`config.mk`:
```
export PLATFORM = sky130hd
export DESIGN_NAME = debug_predictor_top
export DESIGN_NICKNAME = d
export VERILOG_FILES = /design/src/source/debug_pred_pkg.sv /design/src/source/debug_cause_tracker.sv /design/src/source/debug_predictor_top.sv /design/src/source/dpc_capture.sv /design/src/source/retire_classifier.sv
export SDC_FILE = /design/constraint.sdc
export NUM_CORES = 1
export LEC_CHECK = 0
export BUFFER_PORTS_ARGS = -buffer_cell sky130_fd_sc_hd__buf_2
export CAP_MARGIN = 10
export CORE_UTILIZATION = 39
export DETAILED_ROUTE_END_ITERATION = 8
export PLACE_DENSITY = 0.68
export SYNTH_ARGS = -nofsm -noshare
export SYNTH_HDL_FRONTEND = slang
export SYNTH_SLANG_ARGS = --single-unit
```
`constraint.sdc`:
```
create_clock -name cov_assert_if -period 4 [get_ports cov_assert_if]
set_input_delay 1 -clock cov_assert_if [delete_from_list [all_inputs] [get_ports cov_assert_if]]
set_output_delay 1 -clock cov_assert_if [all_outputs]
set_load 0.01 [all_outputs]
```
`src/source/debug_pred_pkg.sv`:
```
// ----------------------------------------------------------
// Debug predictor package
// Shared widths, RISC-V opcode words and the instruction
// class and debug cause encodings used by the predictor
// ----------------------------------------------------------

package debug_pred_pkg;

  // Default program counter width, also used for tdata2
  localparam int PC_WIDTH = 32;

  // Instruction words are always full 32-bit words
  localparam int INSTR_WIDTH = 32;

  // ----------------------------------------------------------
  // Opcode words, compared against the whole instruction
  // ----------------------------------------------------------
  localparam logic [INSTR_WIDTH-1:0] EBREAK_OPCODE  = 32'h0010_0073;
  // Compressed encoding sits in the low half
  localparam logic [INSTR_WIDTH-1:0] CEBREAK_OPCODE = 32'h0000_9002;
  localparam logic [INSTR_WIDTH-1:0] WFI_OPCODE     = 32'h1050_0073;
  localparam logic [INSTR_WIDTH-1:0] DRET_OPCODE    = 32'h7b20_0073;

  // Class of a retired instruction
  typedef enum logic [2:0] {
    CLS_OTHER   = 3'd0,
    CLS_EBREAK  = 3'd1,
    CLS_CEBREAK = 3'd2,
    CLS_WFI     = 3'd3,
    CLS_DRET    = 3'd4
  } instr_class_e;

  // Debug cause, same values as dcsr.cause
  typedef enum logic [2:0] {
    CAUSE_NONE    = 3'd0,
    CAUSE_EBREAK  = 3'd1,
    CAUSE_TRIGGER = 3'd2,
    CAUSE_HALTREQ = 3'd3,
    CAUSE_STEP    = 3'd4
  } debug_cause_e;

endpackage

```
`src/source/debug_cause_tracker.sv`:
```
// ----------------------------------------------------------
// Debug cause tracker
// Keeps the highest priority pending debug cause, follows
// the WFI sleep state and detects the first instruction
// that retires after debug code has started decoding
// ----------------------------------------------------------

`timescale 1ns/1ns

module debug_cause_tracker (
  input  logic                          cov_assert_if,
  input  logic                          rst_i,
  input  logic                          ret_valid_i,
  input  logic                          ret_trig_i,
  input  debug_pred_pkg::instr_class_e  ret_class_i,
  input  logic                          debug_mode_i,
  input  logic                          debug_req_i,
  input  logic                          dcsr_step_i,
  input  logic                          dcsr_ebreakm_i,
  input  logic                          pending_irq_i,
  input  logic                          id_valid_i,
  output debug_pred_pkg::debug_cause_e  cause_o,
  output logic                          started_dbg_o,
  output logic                          in_wfi_o,
  output logic                          first_debug_ins_o
);

  debug_pred_pkg::debug_cause_e cause_q;
  logic                         started_dbg_q;
  logic                         retired_dbg_q;
  logic                         in_wfi_q;
  logic                         ebreak_ret;
  logic                         wfi_ret;

  assign ebreak_ret = ret_valid_i
                   && ((ret_class_i == debug_pred_pkg::CLS_EBREAK)
                    || (ret_class_i == debug_pred_pkg::CLS_CEBREAK));

  assign wfi_ret = ret_valid_i && (ret_class_i == debug_pred_pkg::CLS_WFI);

  // ----------------------------------------------------------
  // Cause priority, frozen while in debug mode
  // ----------------------------------------------------------
  always_ff @(posedge cov_assert_if) begin
    if (rst_i) begin
      cause_q <= debug_pred_pkg::CAUSE_NONE;
    end else if (!debug_mode_i) begin
      if (ret_valid_i && ret_trig_i) begin
        cause_q <= debug_pred_pkg::CAUSE_TRIGGER;
      end else if (ebreak_ret && dcsr_ebreakm_i) begin
        cause_q <= debug_pred_pkg::CAUSE_EBREAK;
      end else if (debug_req_i) begin
        cause_q <= debug_pred_pkg::CAUSE_HALTREQ;
      end else if (dcsr_step_i && ((cause_q == debug_pred_pkg::CAUSE_NONE)
                                || (cause_q == debug_pred_pkg::CAUSE_STEP))) begin
        // Step does not override a cause that is already pending
        cause_q <= debug_pred_pkg::CAUSE_STEP;
      end else begin
        cause_q <= debug_pred_pkg::CAUSE_NONE;
      end
    end
  end

  // ----------------------------------------------------------
  // WFI sleep state
  // ----------------------------------------------------------
  always_ff @(posedge cov_assert_if) begin
    if (rst_i) begin
      in_wfi_q <= 1'b0;
    end else if (pending_irq_i || debug_req_i) begin
      // Wake-up wins over a WFI retiring in the same cycle
      in_wfi_q <= 1'b0;
    end else if (wfi_ret && !debug_mode_i && !dcsr_step_i) begin
      in_wfi_q <= 1'b1;
    end
  end

  // Decode and retirement flags for the current debug-mode stay
  always_ff @(posedge cov_assert_if) begin
    if (rst_i || !debug_mode_i) begin
      started_dbg_q <= 1'b0;
      retired_dbg_q <= 1'b0;
    end else begin
      if (id_valid_i) begin
        started_dbg_q <= 1'b1;
      end
      if (ret_valid_i) begin
        retired_dbg_q <= 1'b1;
      end
    end
  end

  assign cause_o           = cause_q;
  assign started_dbg_o     = started_dbg_q;
  assign in_wfi_o          = in_wfi_q;
  assign first_debug_ins_o = debug_mode_i && ret_valid_i && started_dbg_q && !retired_dbg_q;

endmodule

```
`src/source/debug_predictor_top.sv`:
```
// ----------------------------------------------------------
// Debug-entry predictor top level
// Retire classifier feeds the cause tracker and the dpc
// snapshot store, which uses the tracked cause
// ----------------------------------------------------------

`timescale 1ns/1ns

module debug_predictor_top #(
  parameter int PC_W = debug_pred_pkg::PC_WIDTH
) (
  input  logic                                    cov_assert_if,
  input  logic                                    rst_i,
  // Writeback stage
  input  logic                                    wb_valid_i,
  input  logic                                    wb_err_i,
  input  logic [debug_pred_pkg::INSTR_WIDTH-1:0]  wb_instr_i,
  input  logic [PC_W-1:0]                         wb_pc_i,
  input  logic [PC_W-1:0]                         wb_next_pc_i,
  // Trigger
  input  logic                                    trigger_en_i,
  input  logic [PC_W-1:0]                         tdata2_i,
  // Debug and core state
  input  logic                                    debug_mode_i,
  input  logic                                    debug_req_i,
  input  logic                                    dcsr_step_i,
  input  logic                                    dcsr_ebreakm_i,
  input  logic                                    pending_irq_i,
  input  logic                                    id_valid_i,
  // Predictions
  output logic                                    retire_valid_o,
  output debug_pred_pkg::instr_class_e            retire_class_o,
  output debug_pred_pkg::debug_cause_e            cause_o,
  output logic [PC_W-1:0]                         dpc_pred_o,
  output logic [PC_W-1:0]                         ebreak_pc_o,
  output logic                                    in_wfi_o,
  output logic                                    first_debug_ins_o
);

  logic [PC_W-1:0] ret_pc;
  logic [PC_W-1:0] ret_next_pc;
  logic            ret_trig;
  logic            started_dbg;

  retire_classifier #(
    .PC_W (PC_W)
  ) u_classifier (
    .cov_assert_if (cov_assert_if),
    .rst_i         (rst_i),
    .wb_valid_i    (wb_valid_i),
    .wb_err_i      (wb_err_i),
    .trigger_en_i  (trigger_en_i),
    .wb_instr_i    (wb_instr_i),
    .wb_pc_i       (wb_pc_i),
    .wb_next_pc_i  (wb_next_pc_i),
    .tdata2_i      (tdata2_i),
    .ret_valid_o   (retire_valid_o),
    .ret_class_o   (retire_class_o),
    .ret_pc_o      (ret_pc),
    .ret_next_pc_o (ret_next_pc),
    .ret_trig_o    (ret_trig)
  );

  debug_cause_tracker u_tracker (
    .cov_assert_if     (cov_assert_if),
    .rst_i             (rst_i),
    .ret_valid_i       (retire_valid_o),
    .ret_trig_i        (ret_trig),
    .ret_class_i       (retire_class_o),
    .debug_mode_i      (debug_mode_i),
    .debug_req_i       (debug_req_i),
    .dcsr_step_i       (dcsr_step_i),
    .dcsr_ebreakm_i    (dcsr_ebreakm_i),
    .pending_irq_i     (pending_irq_i),
    .id_valid_i        (id_valid_i),
    .cause_o           (cause_o),
    .started_dbg_o     (started_dbg),
    .in_wfi_o          (in_wfi_o),
    .first_debug_ins_o (first_debug_ins_o)
  );

  dpc_capture #(
    .PC_W (PC_W)
  ) u_dpc_capture (
    .cov_assert_if (cov_assert_if),
    .rst_i         (rst_i),
    .ret_valid_i   (retire_valid_o),
    .ret_trig_i    (ret_trig),
    .ret_class_i   (retire_class_o),
    .ret_pc_i      (ret_pc),
    .ret_next_pc_i (ret_next_pc),
    .cause_i       (cause_o),
    .debug_mode_i  (debug_mode_i),
    .started_dbg_i (started_dbg),
    .dpc_pred_o    (dpc_pred_o),
    .ebreak_pc_o   (ebreak_pc_o)
  );

endmodule

```
`src/source/dpc_capture.sv`:
```
// ----------------------------------------------------------
// dpc and ebreak PC snapshot store
// Tracks the address expected in dpc on debug entry and the
// PC of the most recent ebreak or c.ebreak retirement
// ----------------------------------------------------------

`timescale 1ns/1ns

module dpc_capture #(
  parameter int PC_W = 32
) (
  input  logic                          cov_assert_if,
  input  logic                          rst_i,
  input  logic                          ret_valid_i,
  input  logic                          ret_trig_i,
  input  debug_pred_pkg::instr_class_e  ret_class_i,
  input  logic [PC_W-1:0]               ret_pc_i,
  input  logic [PC_W-1:0]               ret_next_pc_i,
  input  debug_pred_pkg::debug_cause_e  cause_i,
  input  logic                          debug_mode_i,
  input  logic                          started_dbg_i,
  output logic [PC_W-1:0]               dpc_pred_o,
  output logic [PC_W-1:0]               ebreak_pc_o
);

  logic            dpc_frozen;
  logic            use_cur_pc;
  logic            is_ebreak;
  logic [PC_W-1:0] dpc_sel;

  // Once debug code is being decoded, dpc must not move
  assign dpc_frozen = debug_mode_i && started_dbg_i;

  // Trigger and ebreak entries report the PC of the instruction itself
  assign use_cur_pc = ret_trig_i
                   || (((cause_i == debug_pred_pkg::CAUSE_TRIGGER)
                     || (cause_i == debug_pred_pkg::CAUSE_EBREAK))
                     && !started_dbg_i);

  assign dpc_sel = use_cur_pc ? ret_pc_i : ret_next_pc_i;

  assign is_ebreak = (ret_class_i == debug_pred_pkg::CLS_EBREAK)
                  || (ret_class_i == debug_pred_pkg::CLS_CEBREAK);

  // ----------------------------------------------------------
  // Predicted dpc
  // ----------------------------------------------------------
  always_ff @(posedge cov_assert_if) begin
    if (rst_i) begin
      dpc_pred_o <= '0;
    end else if (ret_valid_i && !dpc_frozen) begin
      dpc_pred_o <= dpc_sel;
    end
  end

  // ----------------------------------------------------------
  // Last ebreak PC
  // ----------------------------------------------------------
  always_ff @(posedge cov_assert_if) begin
    if (rst_i) begin
      ebreak_pc_o <= '0;
    end else if (ret_valid_i && is_ebreak) begin
      ebreak_pc_o <= ret_pc_i;
    end
  end

endmodule

```
`src/source/retire_classifier.sv`:
```
// ----------------------------------------------------------
// Retire classifier
// Samples the writeback stage, classifies each error-free
// retirement as ebreak, c.ebreak, wfi, dret or other and
// flags address trigger matches, all one cycle later
// ----------------------------------------------------------

`timescale 1ns/1ns

module retire_classifier #(
  parameter int PC_W = 32
) (
  input  logic                                       cov_assert_if,
  input  logic                                       rst_i,
  input  logic                                       wb_valid_i,
  input  logic                                       wb_err_i,
  input  logic                                       trigger_en_i,
  input  logic [debug_pred_pkg::INSTR_WIDTH-1:0]     wb_instr_i,
  input  logic [PC_W-1:0]                            wb_pc_i,
  input  logic [PC_W-1:0]                            wb_next_pc_i,
  input  logic [PC_W-1:0]                            tdata2_i,
  output logic                                       ret_valid_o,
  output debug_pred_pkg::instr_class_e               ret_class_o,
  output logic [PC_W-1:0]                            ret_pc_o,
  output logic [PC_W-1:0]                            ret_next_pc_o,
  output logic                                       ret_trig_o
);

  debug_pred_pkg::instr_class_e class_d;
  logic                         retire_ok;
  logic                         trig_d;

  // A retirement only counts when it completes without error
  assign retire_ok = wb_valid_i && !wb_err_i;

  // Address match on the retiring PC, gated by the trigger enable
  assign trig_d = retire_ok && trigger_en_i && (wb_pc_i == tdata2_i);

  // Opcode decode on the full instruction word
  always_comb begin
    case (wb_instr_i)
      debug_pred_pkg::EBREAK_OPCODE:  class_d = debug_pred_pkg::CLS_EBREAK;
      debug_pred_pkg::CEBREAK_OPCODE: class_d = debug_pred_pkg::CLS_CEBREAK;
      debug_pred_pkg::WFI_OPCODE:     class_d = debug_pred_pkg::CLS_WFI;
      debug_pred_pkg::DRET_OPCODE:    class_d = debug_pred_pkg::CLS_DRET;
      default:                        class_d = debug_pred_pkg::CLS_OTHER;
    endcase
  end

  // ----------------------------------------------------------
  // Retirement strobe, class and trigger flag
  // ----------------------------------------------------------
  always_ff @(posedge cov_assert_if) begin
    if (rst_i) begin
      ret_valid_o <= 1'b0;
      ret_class_o <= debug_pred_pkg::CLS_OTHER;
      ret_trig_o  <= 1'b0;
    end else begin
      ret_valid_o <= retire_ok;
      ret_class_o <= class_d;
      ret_trig_o  <= trig_d;
    end
  end

  // PCs of the retiring instruction and its successor
  always_ff @(posedge cov_assert_if) begin
    ret_pc_o      <= wb_pc_i;
    ret_next_pc_o <= wb_next_pc_i;
  end

endmodule

```
# After elaboration in Yosys (flattened, before gate mapping)

Index checks and enable logic that the tools add are counted.

Output and inout bits: 73
Flip-flop bits (word level): 139
Word-level logic and storage cells: 58

Reduce and logical (&&, ||, !) cells: 30
Equality and inequality tests: 11
Multiplexer cells: 6

Operators by type and width:

| kind                                                  | count |
|---|---|
| equality test 32 x 16 -> 1 bit, second input constant | 1 |
| equality test 32 x 21 -> 1 bit, second input constant | 1 |
| equality test 32 x 29 -> 1 bit, second input constant | 1 |
| equality test 32 x 31 -> 1 bit, second input constant | 1 |
| equality test 32 bit                                  | 1 |
| two-way mux 32 bit                                    | 1 |
| logical AND 1 bit                                     | 16 |
| two-way mux 3 bit                                     | 4 |
| one-hot mux 3 bit (4 select lines)                    | 1 |
| equality test 3 x 2 -> 1 bit, second input constant   | 3 |
| equality test 3 x 1 -> 1 bit, second input constant   | 2 |
| zero test 1 bit                                       | 6 |
| logical OR 1 bit                                      | 6 |
| equality test 3 bit, second input constant            | 1 |
| zero test 3 bit                                       | 1 |
| OR reduction 2 bit                                    | 1 |

# Depth between registers and ports, before layout

Gate-level depths: netlist of the first run.

Depth in word-level cells: 7
Gate-level depth with buffers: 6
Mapped depth without buffers: 4

# By module

From an unflattened synthesis of the first run, not the netlist that was laid out.

Cells, all modules: 584
Area total of the unflattened synthesis: 5401.4 um2

Modules (own cells, without submodules):

| module              | cells an instance | times used | area an instance (um2) |
|---|---|---|---|
| dpc_capture         | 407               | 1          | 3181.8 |
| retire_classifier   | 147               | 1          | 1941.9 |
| debug_cause_tracker | 30                | 1          | 277.8 |

# Worst setup path after synthesis of the first run

Ideal clock, no wire load.

Kind: input to output
Start: input debug_mode_i
End: output first_debug_ins_o
Path slack: 1.777 ns
Buffers on the path: 0
Arrival: 1.223 ns
Stages on the path: 1
Path through: and4b_1

Cells in the longest elaborated chain, start to end: 3

RTL lines:

| item                           | RTL line                  | RTL |
|---|---|---|
| start: declaration             | debug_predictor_top.sv:24 | `input logic debug_mode_i,` |
| logical AND 1 bit (3 in a row) | debug_cause_tracker.sv:96 | `assign first_debug_ins_o = debug_mode_i && ret_valid_i && started_dbg_q && !retired_dbg_q;` |
| end: declaration               | debug_predictor_top.sv:37 | `output logic first_debug_ins_o` |

Every way passes these cells.

# Final worst setup path of the first run

Ends and elaborated chain as after synthesis.

==> results of run 1 <==
-- power by group through the flow --
stage / registers (mW) / logic, mW / clock network [mW]
finish: 1.47 / 0.265 / 1.42
global route: 1.47 / 0.292 / 1.51
CTS: 1.47 / 0.268 / 1.44
detailed placement: 1.49 / 0.267 / 0
global placement: 1.49 / 0.260 / 0
floorplan: 1.50 / 0.136 / 0
-- sequential cells by signal, summed over array words and instances (netlist names), 3 cells and up --
| register | count |
|---|---|
| u_dpc_capture.ebreak_pc_o | 32 |
| u_classifier.ret_next_pc_o | 32 |
| u_tracker.cause_o | 3 |
| u_dpc_capture.dpc_pred_o | 32 |
| u_classifier.ret_pc_o | 32 |
| u_classifier.ret_class_o | 3 |
-- layer usage --
metal / GRT usage (%) / vias up / share of wire (%)
met5: 0 / - / 0
met4: 11.9 / 0 / 2.5
met3: 6.75 / 24 / 6.6
met2: 35.2 / 181 / 49
met1: 24.1 / 1994 / 41
li1: - / 2089 / -
-- synthesized netlist by cell type --
cell,instances
sky130_fd_sc_hd__dfxtp_1,139
sky130_fd_sc_hd__nand2_1,132
sky130_fd_sc_hd__nor2_1,39
sky130_fd_sc_hd__a21oi_1,36
sky130_fd_sc_hd__xnor2_1,30
sky130_fd_sc_hd__a311oi_1,29
sky130_fd_sc_hd__clkbuf_1,12
sky130_fd_sc_hd__nand4_1,10
sky130_fd_sc_hd__buf_2,9
sky130_fd_sc_hd__nor4_1,7
sky130_fd_sc_hd__buf_6,6
sky130_fd_sc_hd__nand3_1,6
sky130_fd_sc_hd__nor4b_1,5
sky130_fd_sc_hd__xor2_1,4
sky130_fd_sc_hd__a311oi_2,3
sky130_fd_sc_hd__inv_1,3
sky130_fd_sc_hd__nor3_1,3
sky130_fd_sc_hd__and4_1,2
sky130_fd_sc_hd__nand2b_1,2
sky130_fd_sc_hd__o21ai_0,2
sky130_fd_sc_hd__a21boi_0,1
sky130_fd_sc_hd__a21o_2,1
sky130_fd_sc_hd__a21oi_2,1
sky130_fd_sc_hd__a221oi_1,1
sky130_fd_sc_hd__a31oi_1,1
sky130_fd_sc_hd__a41oi_1,1
sky130_fd_sc_hd__and2_1,1
sky130_fd_sc_hd__and2b_1,1
sky130_fd_sc_hd__and4b_1,1
sky130_fd_sc_hd__buf_1,1
sky130_fd_sc_hd__nor3b_1,1
sky130_fd_sc_hd__or3_1,1
sky130_fd_sc_hd__or4_1,1
-- per-stage QoR --
stage	util [%]	total power [mW]	cells	hold WS [ps]
final	55.0	3.15	852	450
after CTS	55.0	3.18	852	451
after global placement	50.4	1.75	822	437
after detailed placement	50.4	1.76	822	444
after global routing	55.0	3.27	852	465
after floorplan	-	1.63	492	432
-- layout make-up --
class / instances / area [um2]
clock buffers: 23 / 468
clock inverters: 7 / 68.8
fillers: 1069 / 5200
inverters: 3 / 11.3
multi-input cells: 322 / 1770
flip-flops and latches: 139 / 2780
well taps: 143 / 179
repair buffers: 215 / 1090
-- critical path: cells and delay by family --
kind | cells | cell delay [ps]
simple gates | 1 | 190
buf+inv | 2 | 280
-- cell families (layout without fill, tap and decap cells) --
logic type / after synthesis / in the layout
and+or+nand+nor: 212 / 212
AOI/OAI and AO/OA: 76 / 76
xor gates and xnor gates: 34 / 34
buffers and inverters: 31 / 248
DFF: 139 / 139
-- final timing paths --
kind                                              start  slack, ps                                          to  cells after the start
max                                        debug_mode_i       1520                           first_debug_ins_o                      3
min          u_dpc_capture.ebreak_pc_o[22]$_SDFFE_PP0P_        450  u_dpc_capture.ebreak_pc_o[22]$_SDFFE_PP0P_                      2
max reg2reg      u_classifier.ret_class_o[0]$_SDFF_PP0_       2040   u_dpc_capture.ebreak_pc_o[7]$_SDFFE_PP0P_                      5
min reg2reg  u_dpc_capture.ebreak_pc_o[22]$_SDFFE_PP0P_        450  u_dpc_capture.ebreak_pc_o[22]$_SDFFE_PP0P_                      2
==> impl_summary.md, run 1 <==
Yosys
The compound-cell area share of the yosys netlist is 11.4%. By area the synthesized netlist is led by sky130_fd_sc_hd__dfxtp_1 59%, sky130_fd_sc_hd__nand2_1 11%, sky130_fd_sc_hd__xnor2_1 5.6%, sky130_fd_sc_hd__a311oi_1 5.4%, sky130_fd_sc_hd__a21oi_1 3.8%. After synthesis, the share of cell area in mux cells is 0%.

The dominant combinational cell family by area after synthesis is simple AND/OR/NAND/NOR gates. For this run, the register share of the synthesized area comes to 59.2%. The fraction of synthesized cell area in xor and xnor cells is 6.33%. The number of distinct library cell variants in the gate-level netlist after synthesis is 33. The synthesized netlist net count is 631. The basic-gate share of the synthesized area counting and, or, nand and nor cells is 19.4%. The average instance in the mapped netlist occupies 9.56 um2.

sky130_fd_sc_hd__dfxtp_1 takes more of the synthesized area than any other cell. The share of the synthesized area in the top cell type is 59.2%. Synthesis produced 492 cells. The synthesized netlist devotes 0% of its cell area to adder and majority cells.

In this run the cell area of the synthesized design comes to 4700 um2. The Yosys step of the flow raised 0 warnings. After synthesis the netlist holds a flip-flop and latch count of 139.

Route
The detailed-route via count is 4288. Wires add up to 13100 um. In this run the remaining antenna-violating nets after routing total 0. The remaining routing DRC violations is 12. The number of DRC markers in iteration 0 is 275. The number of search-and-repair iterations in the first detailed-routing pass is 7. The vias per cell is 5.03.

The routed wirelength normalized by instance count is 15.3 um.

Floorplan
The initialized floorplan defines 39 standard-cell rows. The effective utilization at floorplan is 40.7%. The core region is 11600 um2.

During I/O placement, the number of pins put on the boundary was 212. The floorplan step set the die width to 112 um. The die covers 12500 um2. The die height is 112 um.

Final layout
In the layout the commonest cells are 211 x sky130_fd_sc_hd__buf_2, 139 x sky130_fd_sc_hd__dfxtp_1, 132 x sky130_fd_sc_hd__nand2_1. The most common cell after layout, fill and taps aside is sky130_fd_sc_hd__buf_2. The number of nets at the end of the flow is 837. The final design instance area without fill is 6360 um2. The fraction of layout instances using a drive strength above 1 is 34.8%. 0 antenna diodes ended up in the layout. Relative to the synthesized area, the layout overhead comes to 35.3%.

Pwr
Combinational logic burns 8.4% of the power. The clock network fraction of design power is 45.1%. In this run the power density over the cells is 496 nW/um2. The switching power of the nets is 0.718 mW. Internal power comes to 2.44 mW. The part of the total power dissipated in sequential elements is 46.5%. Of the total power, the share spent switching nets is 22.8%. IR analysis of the VDD net gives a maximum drop of 0.292 mV. For this design the static power due to leakage is 2.80 nW.

GRT
Global routing used 21.2% of the available tracks across all layers. The via count of the first global-routing pass came to 4212. Entering global routing, the biggest net connects 65 pins. For this run the aggregate overflow at the end of global routing stands at 0. The wire length of the first global-routing pass is 20300 um. The number of antenna violations at the first check in global routing is 0.

STA
The actual slew at the worst max-slew pin is 976 ps. The number of max-slew violations in the final report was 0. Setup violations remaining at the end of the flow were counted as 0. The final period demand of the worst path is 2480 ps. In the finished design, the share of the clock period the worst path needs comes to 62.1%. The worst pin sits at a relative slew slack of 34.8%. Based on the critical path, the design can be clocked at up to 403 MHz.

The worst clock skew is 10.5 ps. Setup repair after global routing left no endpoint under its margin. Once routing completed, OpenROAD measured the worst setup slack at 1520 ps. The final number of hold-violating endpoints is 0. Setup total negative slack on the finished layout was measured at 0 ps.

Place
The post-detailed-placement cell area is 5830 um2. The final weighted congestion in routability-driven placement is 0.918. In this run the tool buffered the top-level ports with 211 buffer cells. The sum of net half-perimeters after detailed placement is 9420 um. At the placement stage, the worst setup path has a slack of 1330 ps.

Critical path
In this design, the stage delay of the slowest critical-path cell is 190 ps. In this run the worst path has a maximum fanout of 7. Walking the worst path, the cells encountered are buf_2, and4b_1, buf_2. The critical path's most frequent cell is sky130_fd_sc_hd__buf_2.

The required time of the worst setup path is 3000 ps. The startpoint type of the worst setup path is an input port. The slowest stage of the critical path is the sky130_fd_sc_hd__and4b_1 cell. The worst endpoint data arrival time is 1480 ps. The category of the worst setup path capture point is an output pin.

The critical path class is input port to output pin.

CTS
In this run the post-CTS setup repair buffer count came out at 0. The CTS sink count is 139. The clock tree root driver cell is sky130_fd_sc_hd__clkbuf_16. The clock passes through at most 2 buffers.

Clock-pin slew was measured on the worst setup and hold paths at 50 ps. In this run, post-CTS repair resized a total of 0 instances. The hold buffer count at cts is 0. TritonCTS built the clock tree. The clock latency on the worst-skew pair is 410 ps.

In this run, CTS created clock tree buffers numbering 17. The H-tree was split into 4 levels.

Status
The run finished, with violations left. The final reports fail on design-rule violations.

Flow run
Across the run, the number of max-cap violations was 0.

Hold path
The path class of the tightest hold or removal check is register to register.
Note: power is estimated with default switching activity, not from simulation.
==> run 2: changes to the inputs <==
- PLACE_DENSITY: 0.68 -> 0.71
- clock period: 4 -> 2.06 ns (I/O delays scaled with it)
==> impl_summary.md, run 2 (same netlist as run 1, synthesis figures left out) <==
Status
The flow ran to the end, but the final reports show violations. The final reports fail on design-rule violations.

Route
The vias per cell is 4.93. The final route contains 4232 vias. For this run, design rule violations remaining after detail routing come to 10. The detail route stage leaves a number of antenna-violating nets equal to 0. Dividing the detail-routed wire length by the instance count gives 14.9 um. The number of DRC markers in iteration 0 is 288.

For this run, the detailed router's first-pass iteration total came to 7. Summed over all layers, the routed wires come to 12800 um.

Critical path
The critical path is of the register to output pin type. The capturing instance or port of the critical path is first_debug_ins_o. The startpoint type of the worst setup path is a register. The worst flop-to-flop path endpoint is u_dpc_capture.dpc_pred_o[24]$_SDFFE_PP0P_. In this run the worst path has a maximum fanout of 6. The highest cell delay on the worst timing path is 460 ps. The first element of the critical path is u_classifier.ret_valid_o$_SDFF_PP0_.

Walking the worst path, the cells encountered are and4b_1, buf_2. The launch instance of the worst register-to-register path is u_tracker.cause_o[1]$_SDFFE_PP0N_. STA puts the critical path data required time at 1540 ps.

The worst register-to-register path has a setup slack of 460 ps. The worst endpoint data arrival time is 1210 ps. The worst setup path is captured at an output pin.

The path depth of the worst reg2reg path is 5. The slowest stage of the critical path is the sky130_fd_sc_hd__dfxtp_1 cell.

STA
The worst pin sits at a relative slew slack of 63.1%. The sum of negative setup slack is 0 ps. The worst clock skew is 7.88 ps. The number of max-slew violations in the final report is 0.

The smallest hold slack is 203 ps. The final number of hold-violating endpoints is 0. Setup repair after global routing left no endpoint under its margin. The worst path uses 83.6% of the clock period.

After layout, the minimum clock period comes to 1720 ps. The total setup violations reported at the end of the flow is 0. Timing would allow up to 581 MHz.

At the pin with the least slew margin, the transition time is 545 ps.

CTS
In this run the post-CTS setup repair buffer count came out at 0. The H-tree was split into 4 levels. No sink is reached through more buffers than the 2 on the longest clock path. The TritonCTS clock tree is yes.

Gates resized during post-CTS repair numbered 0. The tree is rooted in a sky130_fd_sc_hd__clkbuf_16. The clock latency on the worst-skew pair is 410 ps.

In this run, CTS created clock tree buffers numbering 17. The CTS sink count is 139. The hold buffer count at cts is 0. Clock-pin slew was measured on the worst setup and hold paths at 60 ps.

Pwr
The part of the total power dissipated in sequential elements is 42.5%. Of the total power, the share spent switching nets is 22.3%. For this design the ratio of total power to cell area is 1020 nW/um2. Internal power comes to 5.20 mW. The maximum ir drop on the vdd rail is 0.733 mV. For this design the static power due to leakage is 2.88 nW. The total power draw is 6.69 mW. Combinational logic is responsible for 8.0% of the overall power. The clock network fraction of design power is 49.5%.

In this run the power spent charging and discharging nets is 1.49 mW.

Floorplan
After floorplanning, the core was divided into 39 placement rows. The core region is 11600 um2. The area of the die is 12500 um2. The floorplan step set the die width to 112 um.

The initial utilization of the core area, before any placement, comes to 40.7%. From bottom edge to top edge, the die measures 112 um. The number of top-level pins is 212.

Place
The number of port buffers is 211. Detailed placement finished with a half-perimeter wire length of 9330 um. The final weighted congestion in routability-driven placement is 0.861. The post-detailed-placement cell area is 5880 um2.

After detailed placement, the design holds a cell count of 827.

GRT
The via count of the first global-routing pass is 4108. Global routing used 20.7% of the available tracks. Global routing finished with a remaining overflow of 0. Entering global routing, the biggest net connects 41 pins. The number of antenna violations at the first check in global routing is 0. The first global-routing pass estimated 20100 um of wire.

Final layout
The final design instance area without fill is 6530 um2. The post-route netlist has 35.9% of its cells at a drive strength greater than 1. The most common cell after layout, fill and taps aside is sky130_fd_sc_hd__buf_2. The area used by sequential logic in the layout is 2780 um2. The count of filler cells inserted in the layout is 1028. Leaving out fill and tap cells, the most frequent cells in the layout are 211 x sky130_fd_sc_hd__buf_2, 139 x sky130_fd_sc_hd__dfxtp_1, 132 x sky130_fd_sc_hd__nand2_1. 0 antenna diodes ended up in the layout. Relative to the synthesized area, the layout overhead comes to 38.7%. The area of combinational cells with multiple inputs is 1770 um2. The final non-filler cell total is 859. The net count of the finished layout is 842.

Hold path
The worst hold path class is input port to register.

Flow run
The number of maximum-capacitance violations is 0.
run 2: cell types whose count changed in the layout (fill, tap and decap cells not counted), sizes merged:
cell,change
clkbuf,-5
bufinv,+4
inv,+1
buf,+5
clkinv,+1
clkinvlp,+1
run 2: layout make-up:
type | count | area share [%]
clock buffers | 18 | 6.58
inverters | 3 | 0.173
repair buffers | 220 | 17.4
flip-flops and latches | 139 | 42.6
multi-input cells | 322 | 27.1
well taps | 143 | 2.74
clock inverters | 14 | 3.37
run 2: power by group through the flow:
stage	Sequential [mW]	Clock [mW]	Combinational, mW
after floorplan	2.91	0	0.263
after global placement	2.90	0	0.525
after detailed placement	2.90	0	0.537
after CTS	2.85	3.35	0.542
after global routing	2.85	3.49	0.587
final	2.85	3.31	0.534
run 2: per-stage QoR:
step	utilization, %	setup slack [ps]
2_1_floorplan	-	561
3_3_place_gp	50.8	136
3_5_place_dp	50.8	131
4_1_cts	56.4	317
5_1_grt	56.4	298
6_report	56.4	339
run 2: worst min path at each step:
| stage | to | slack (ps) | cells past startpoint | start |
|---|---|---|---|---|
| final | u_classifier.ret_next_pc_o[6]$_DFF_P_ | 200 | 1 | wb_next_pc_i[6] |
| after global routing | u_classifier.ret_next_pc_o[31]$_DFF_P_ | 190 | 1 | wb_next_pc_i[31] |
| after CTS | u_classifier.ret_next_pc_o[31]$_DFF_P_ | 190 | 1 | wb_next_pc_i[31] |
| after detailed placement | u_dpc_capture.ebreak_pc_o[9]$_SDFFE_PP0P_ | 450 | 2 | u_classifier.ret_pc_o[9]$_DFF_P_ |
| after global placement | u_dpc_capture.ebreak_pc_o[12]$_SDFFE_PP0P_ | 440 | 2 | u_classifier.ret_pc_o[12]$_DFF_P_ |
| after floorplan | u_dpc_capture.ebreak_pc_o[0]$_SDFFE_PP0P_ | 430 | 2 | u_classifier.ret_pc_o[0]$_DFF_P_ |
run 2: critical path: cells and delay by family, from the launching register on:
kind	cells	cell delay, ps
DFF	1	460
and+or+nand+nor	1	220
buffers and inverters	1	130
run 2: layer usage:
| metal | GRT usage, % | part of all wire (%) |
|---|---|---|
| met5 | 0 | 0 |
| met4 | 7.03 | 1.3 |
| met3 | 5.44 | 5.4 |
| met2 | 36.5 | 51 |
| met1 | 24.3 | 43 |
==> run 3: changes to the inputs <==
- PLACE_DENSITY: 0.71 -> 0.68
- clock period: 2.06 -> 1.8 ns (I/O delays scaled with it)
==> impl_summary.md, run 3 (same netlist as run 1, synthesis figures left out) <==
Status
The flow ran to the end, but the final reports show violations. The checks that failed: design-rule violations.

Place
The number of port buffers is 211. The number of placed instances with taps included is 828. After legalization and detailed placement, the total HPWL measured 9740 um. The final weighted congestion in routability-driven placement is 0.894.

STA
Setup repair after global routing left no endpoint under its margin. The share of the clock period used by the worst path after layout is 90.7%. Across the routed clock network, the largest skew measured is 10.1 ps.

The actual slew at the worst max-slew pin is 623 ps. The final number of hold-violating endpoints is 0. Setup violations remaining at the end of the flow were counted as 0. The headroom to the max-slew limit is 57.9%. After layout, the minimum clock period comes to 1630 ps. The number of max-slew violations in the final report was 0.

The sum of negative setup slack is 0 ps. The top achievable clock speed is 613 MHz.

Hold path
The worst hold path class is input port to register. In this run the most critical hold path is launched from wb_next_pc_i[0].

GRT
Entering global routing, the biggest net connects 65 pins. After global routing the overflow that remains totals 0. The via count of the first global-routing pass is 4277.

The number of antenna violations at the first check in global routing is 0. The total global routing track utilization is 21.9%. The first global-routing pass estimated 21100 um of wire.

CTS
The root buffer cell chosen for the clock tree is sky130_fd_sc_hd__clkbuf_16. Clock tree synthesis inserted a total of 17 buffers. After clock tree synthesis, the flow added hold-fix buffers numbering 0. Counting along the longest clock path gives a buffer depth of 2. The tree built by TritonCTS fans out to 139 sinks. Clock latency on the worst-skew pair, taken at its later pin, is 420 ps. The number of setup buffers added after CTS is 0. CTS built an H-tree with a depth of 4. TritonCTS built the clock tree. The number of gates given a new drive strength after cts is 0. The post-CTS clock slew at the launch and capture registers of the worst setup and hold paths is 60 ps.

Pwr
The cell leakage power is 2.90 nW. The switching power as a share of total power is 22.0%. For this design the ratio of total power to cell area is 1160 nW/um2.

The clock network fraction of design power is 48.9%. The share of total power dissipated in sequential elements is 43.0%. Combinational cells account for 8.0% of the total power. The maximum ir drop on the vdd rail is 0.662 mV. The internal power of the cells totals 5.90 mW. The switching power of the nets is 1.66 mW.

Route
The number of search-and-repair iterations in the first detailed-routing pass is 6. The routed wirelength normalized by instance count is 15.4 um. The count of nets left with antenna violations once routing finished came out at 0.

The final route contains 4282 vias. The vias per cell is 4.98. The number of DRC markers in iteration 0 is 249. In the routed design, unresolved DRC markers number 11. Summed over all layers, the routed wires come to 13300 um.

Final layout
The layout has 1034 filler cells. In the layout the commonest cells are 211 x sky130_fd_sc_hd__buf_2, 139 x sky130_fd_sc_hd__dfxtp_1, 132 x sky130_fd_sc_hd__nand2_1. The synthesis-to-finish area growth is 39.1%. The count of cells in the finished layout, fillers not included, comes to 859. Cells fill 56.6% of the core in the end. The final layout contains 843 nets. The repair_antennas step left the layout with diodes totalling 0. The fraction of layout instances using a drive strength above 1 is 35.9%. The most common cell after layout, fill and taps aside is sky130_fd_sc_hd__buf_2.

Critical path
The critical path class is register to output pin. Data arrives at the worst endpoint at 1180 ps. The worst register-to-register path begins at u_tracker.cause_o[1]$_SDFFE_PP0N_. The top fanout value on the critical path is 6. Across all register-to-register paths, the minimum setup slack is 230 ps.

The required time of the worst setup path is 1350 ps. The startpoint type of the worst setup path is a register. The worst setup path is captured at an output pin. The first element of the critical path is u_classifier.ret_valid_o$_SDFF_PP0_.

Floorplan
The area inside the core boundary is 11600 um2. The site row count is 39. The horizontal die dimension is 112 um. 212 I/O pins were placed.

The area of the die is 12500 um2. The die height is 112 um. Once the floorplan was initialized, standard cells occupied 40.7% of the core.

Flow run
The number of maximum-capacitance violations is 0.
run 3: metal layers:
layer / global-route usage (%) / vias up / routed length [um] / part of all wire (%)
met5: 0 / - / 0 / 0
met4: 10.4 / 0 / 316 / 2.4
met3: 5.33 / 25 / 815 / 6.1
met2: 38.3 / 159 / 6700 / 50
met1: 25.0 / 1994 / 5440 / 41
li1: - / 2104 / - / -
run 3: power groups by stage:
| stage | registers (mW) | logic [mW] | clock network [mW] |
|---|---|---|---|
| 2_1_floorplan | 3.33 | 0.301 | 0 |
| 3_3_place_gp | 3.32 | 0.597 | 0 |
| 3_5_place_dp | 3.32 | 0.610 | 0 |
| 4_1_cts | 3.26 | 0.615 | 3.78 |
| 5_1_grt | 3.27 | 0.673 | 3.90 |
| 6_report | 3.26 | 0.609 | 3.70 |
run 3: worst paths after layout:
| kind | to | depth (start not counted) |
|---|---|---|
| worst max register to register | u_dpc_capture.dpc_pred_o[4]$_SDFFE_PP0P_ | 5 |
| worst min register to register | u_dpc_capture.ebreak_pc_o[8]$_SDFFE_PP0P_ | 2 |
| worst max-delay path | first_debug_ins_o | 2 |
| worst min-delay path | u_classifier.ret_next_pc_o[0]$_DFF_P_ | 1 |
run 3: critical path: stages (launching register included):
cell and delay [ps]:
sky130_fd_sc_hd__dfxtp_1 430, sky130_fd_sc_hd__and4b_1 210, sky130_fd_sc_hd__buf_2 120
run 3: per-stage QoR:
stage	cell area, um2	hold slack (ps)	worst slack (ps)	total power [mW]
floorplan	4700	432	366	3.63
global placement	5910	438	-217	3.92
detailed placement	5910	444	-212	3.93
CTS	6540	111	134	7.65
global route	6540	111	80.4	7.84
finish	6540	133	168	7.57
run 3: final cells by class:
class | count | area (um2) | share of cell area (%)
clock buffer | 21 | 470 | 7.19
clock inverter | 10 | 164 | 2.51
inverter | 3 | 11.3 | 0.172
multi-input combinational | 322 | 1770 | 27.0
sequential | 139 | 2780 | 42.5
tap | 143 | 179 | 2.73
timing repair buffer | 221 | 1170 | 17.9
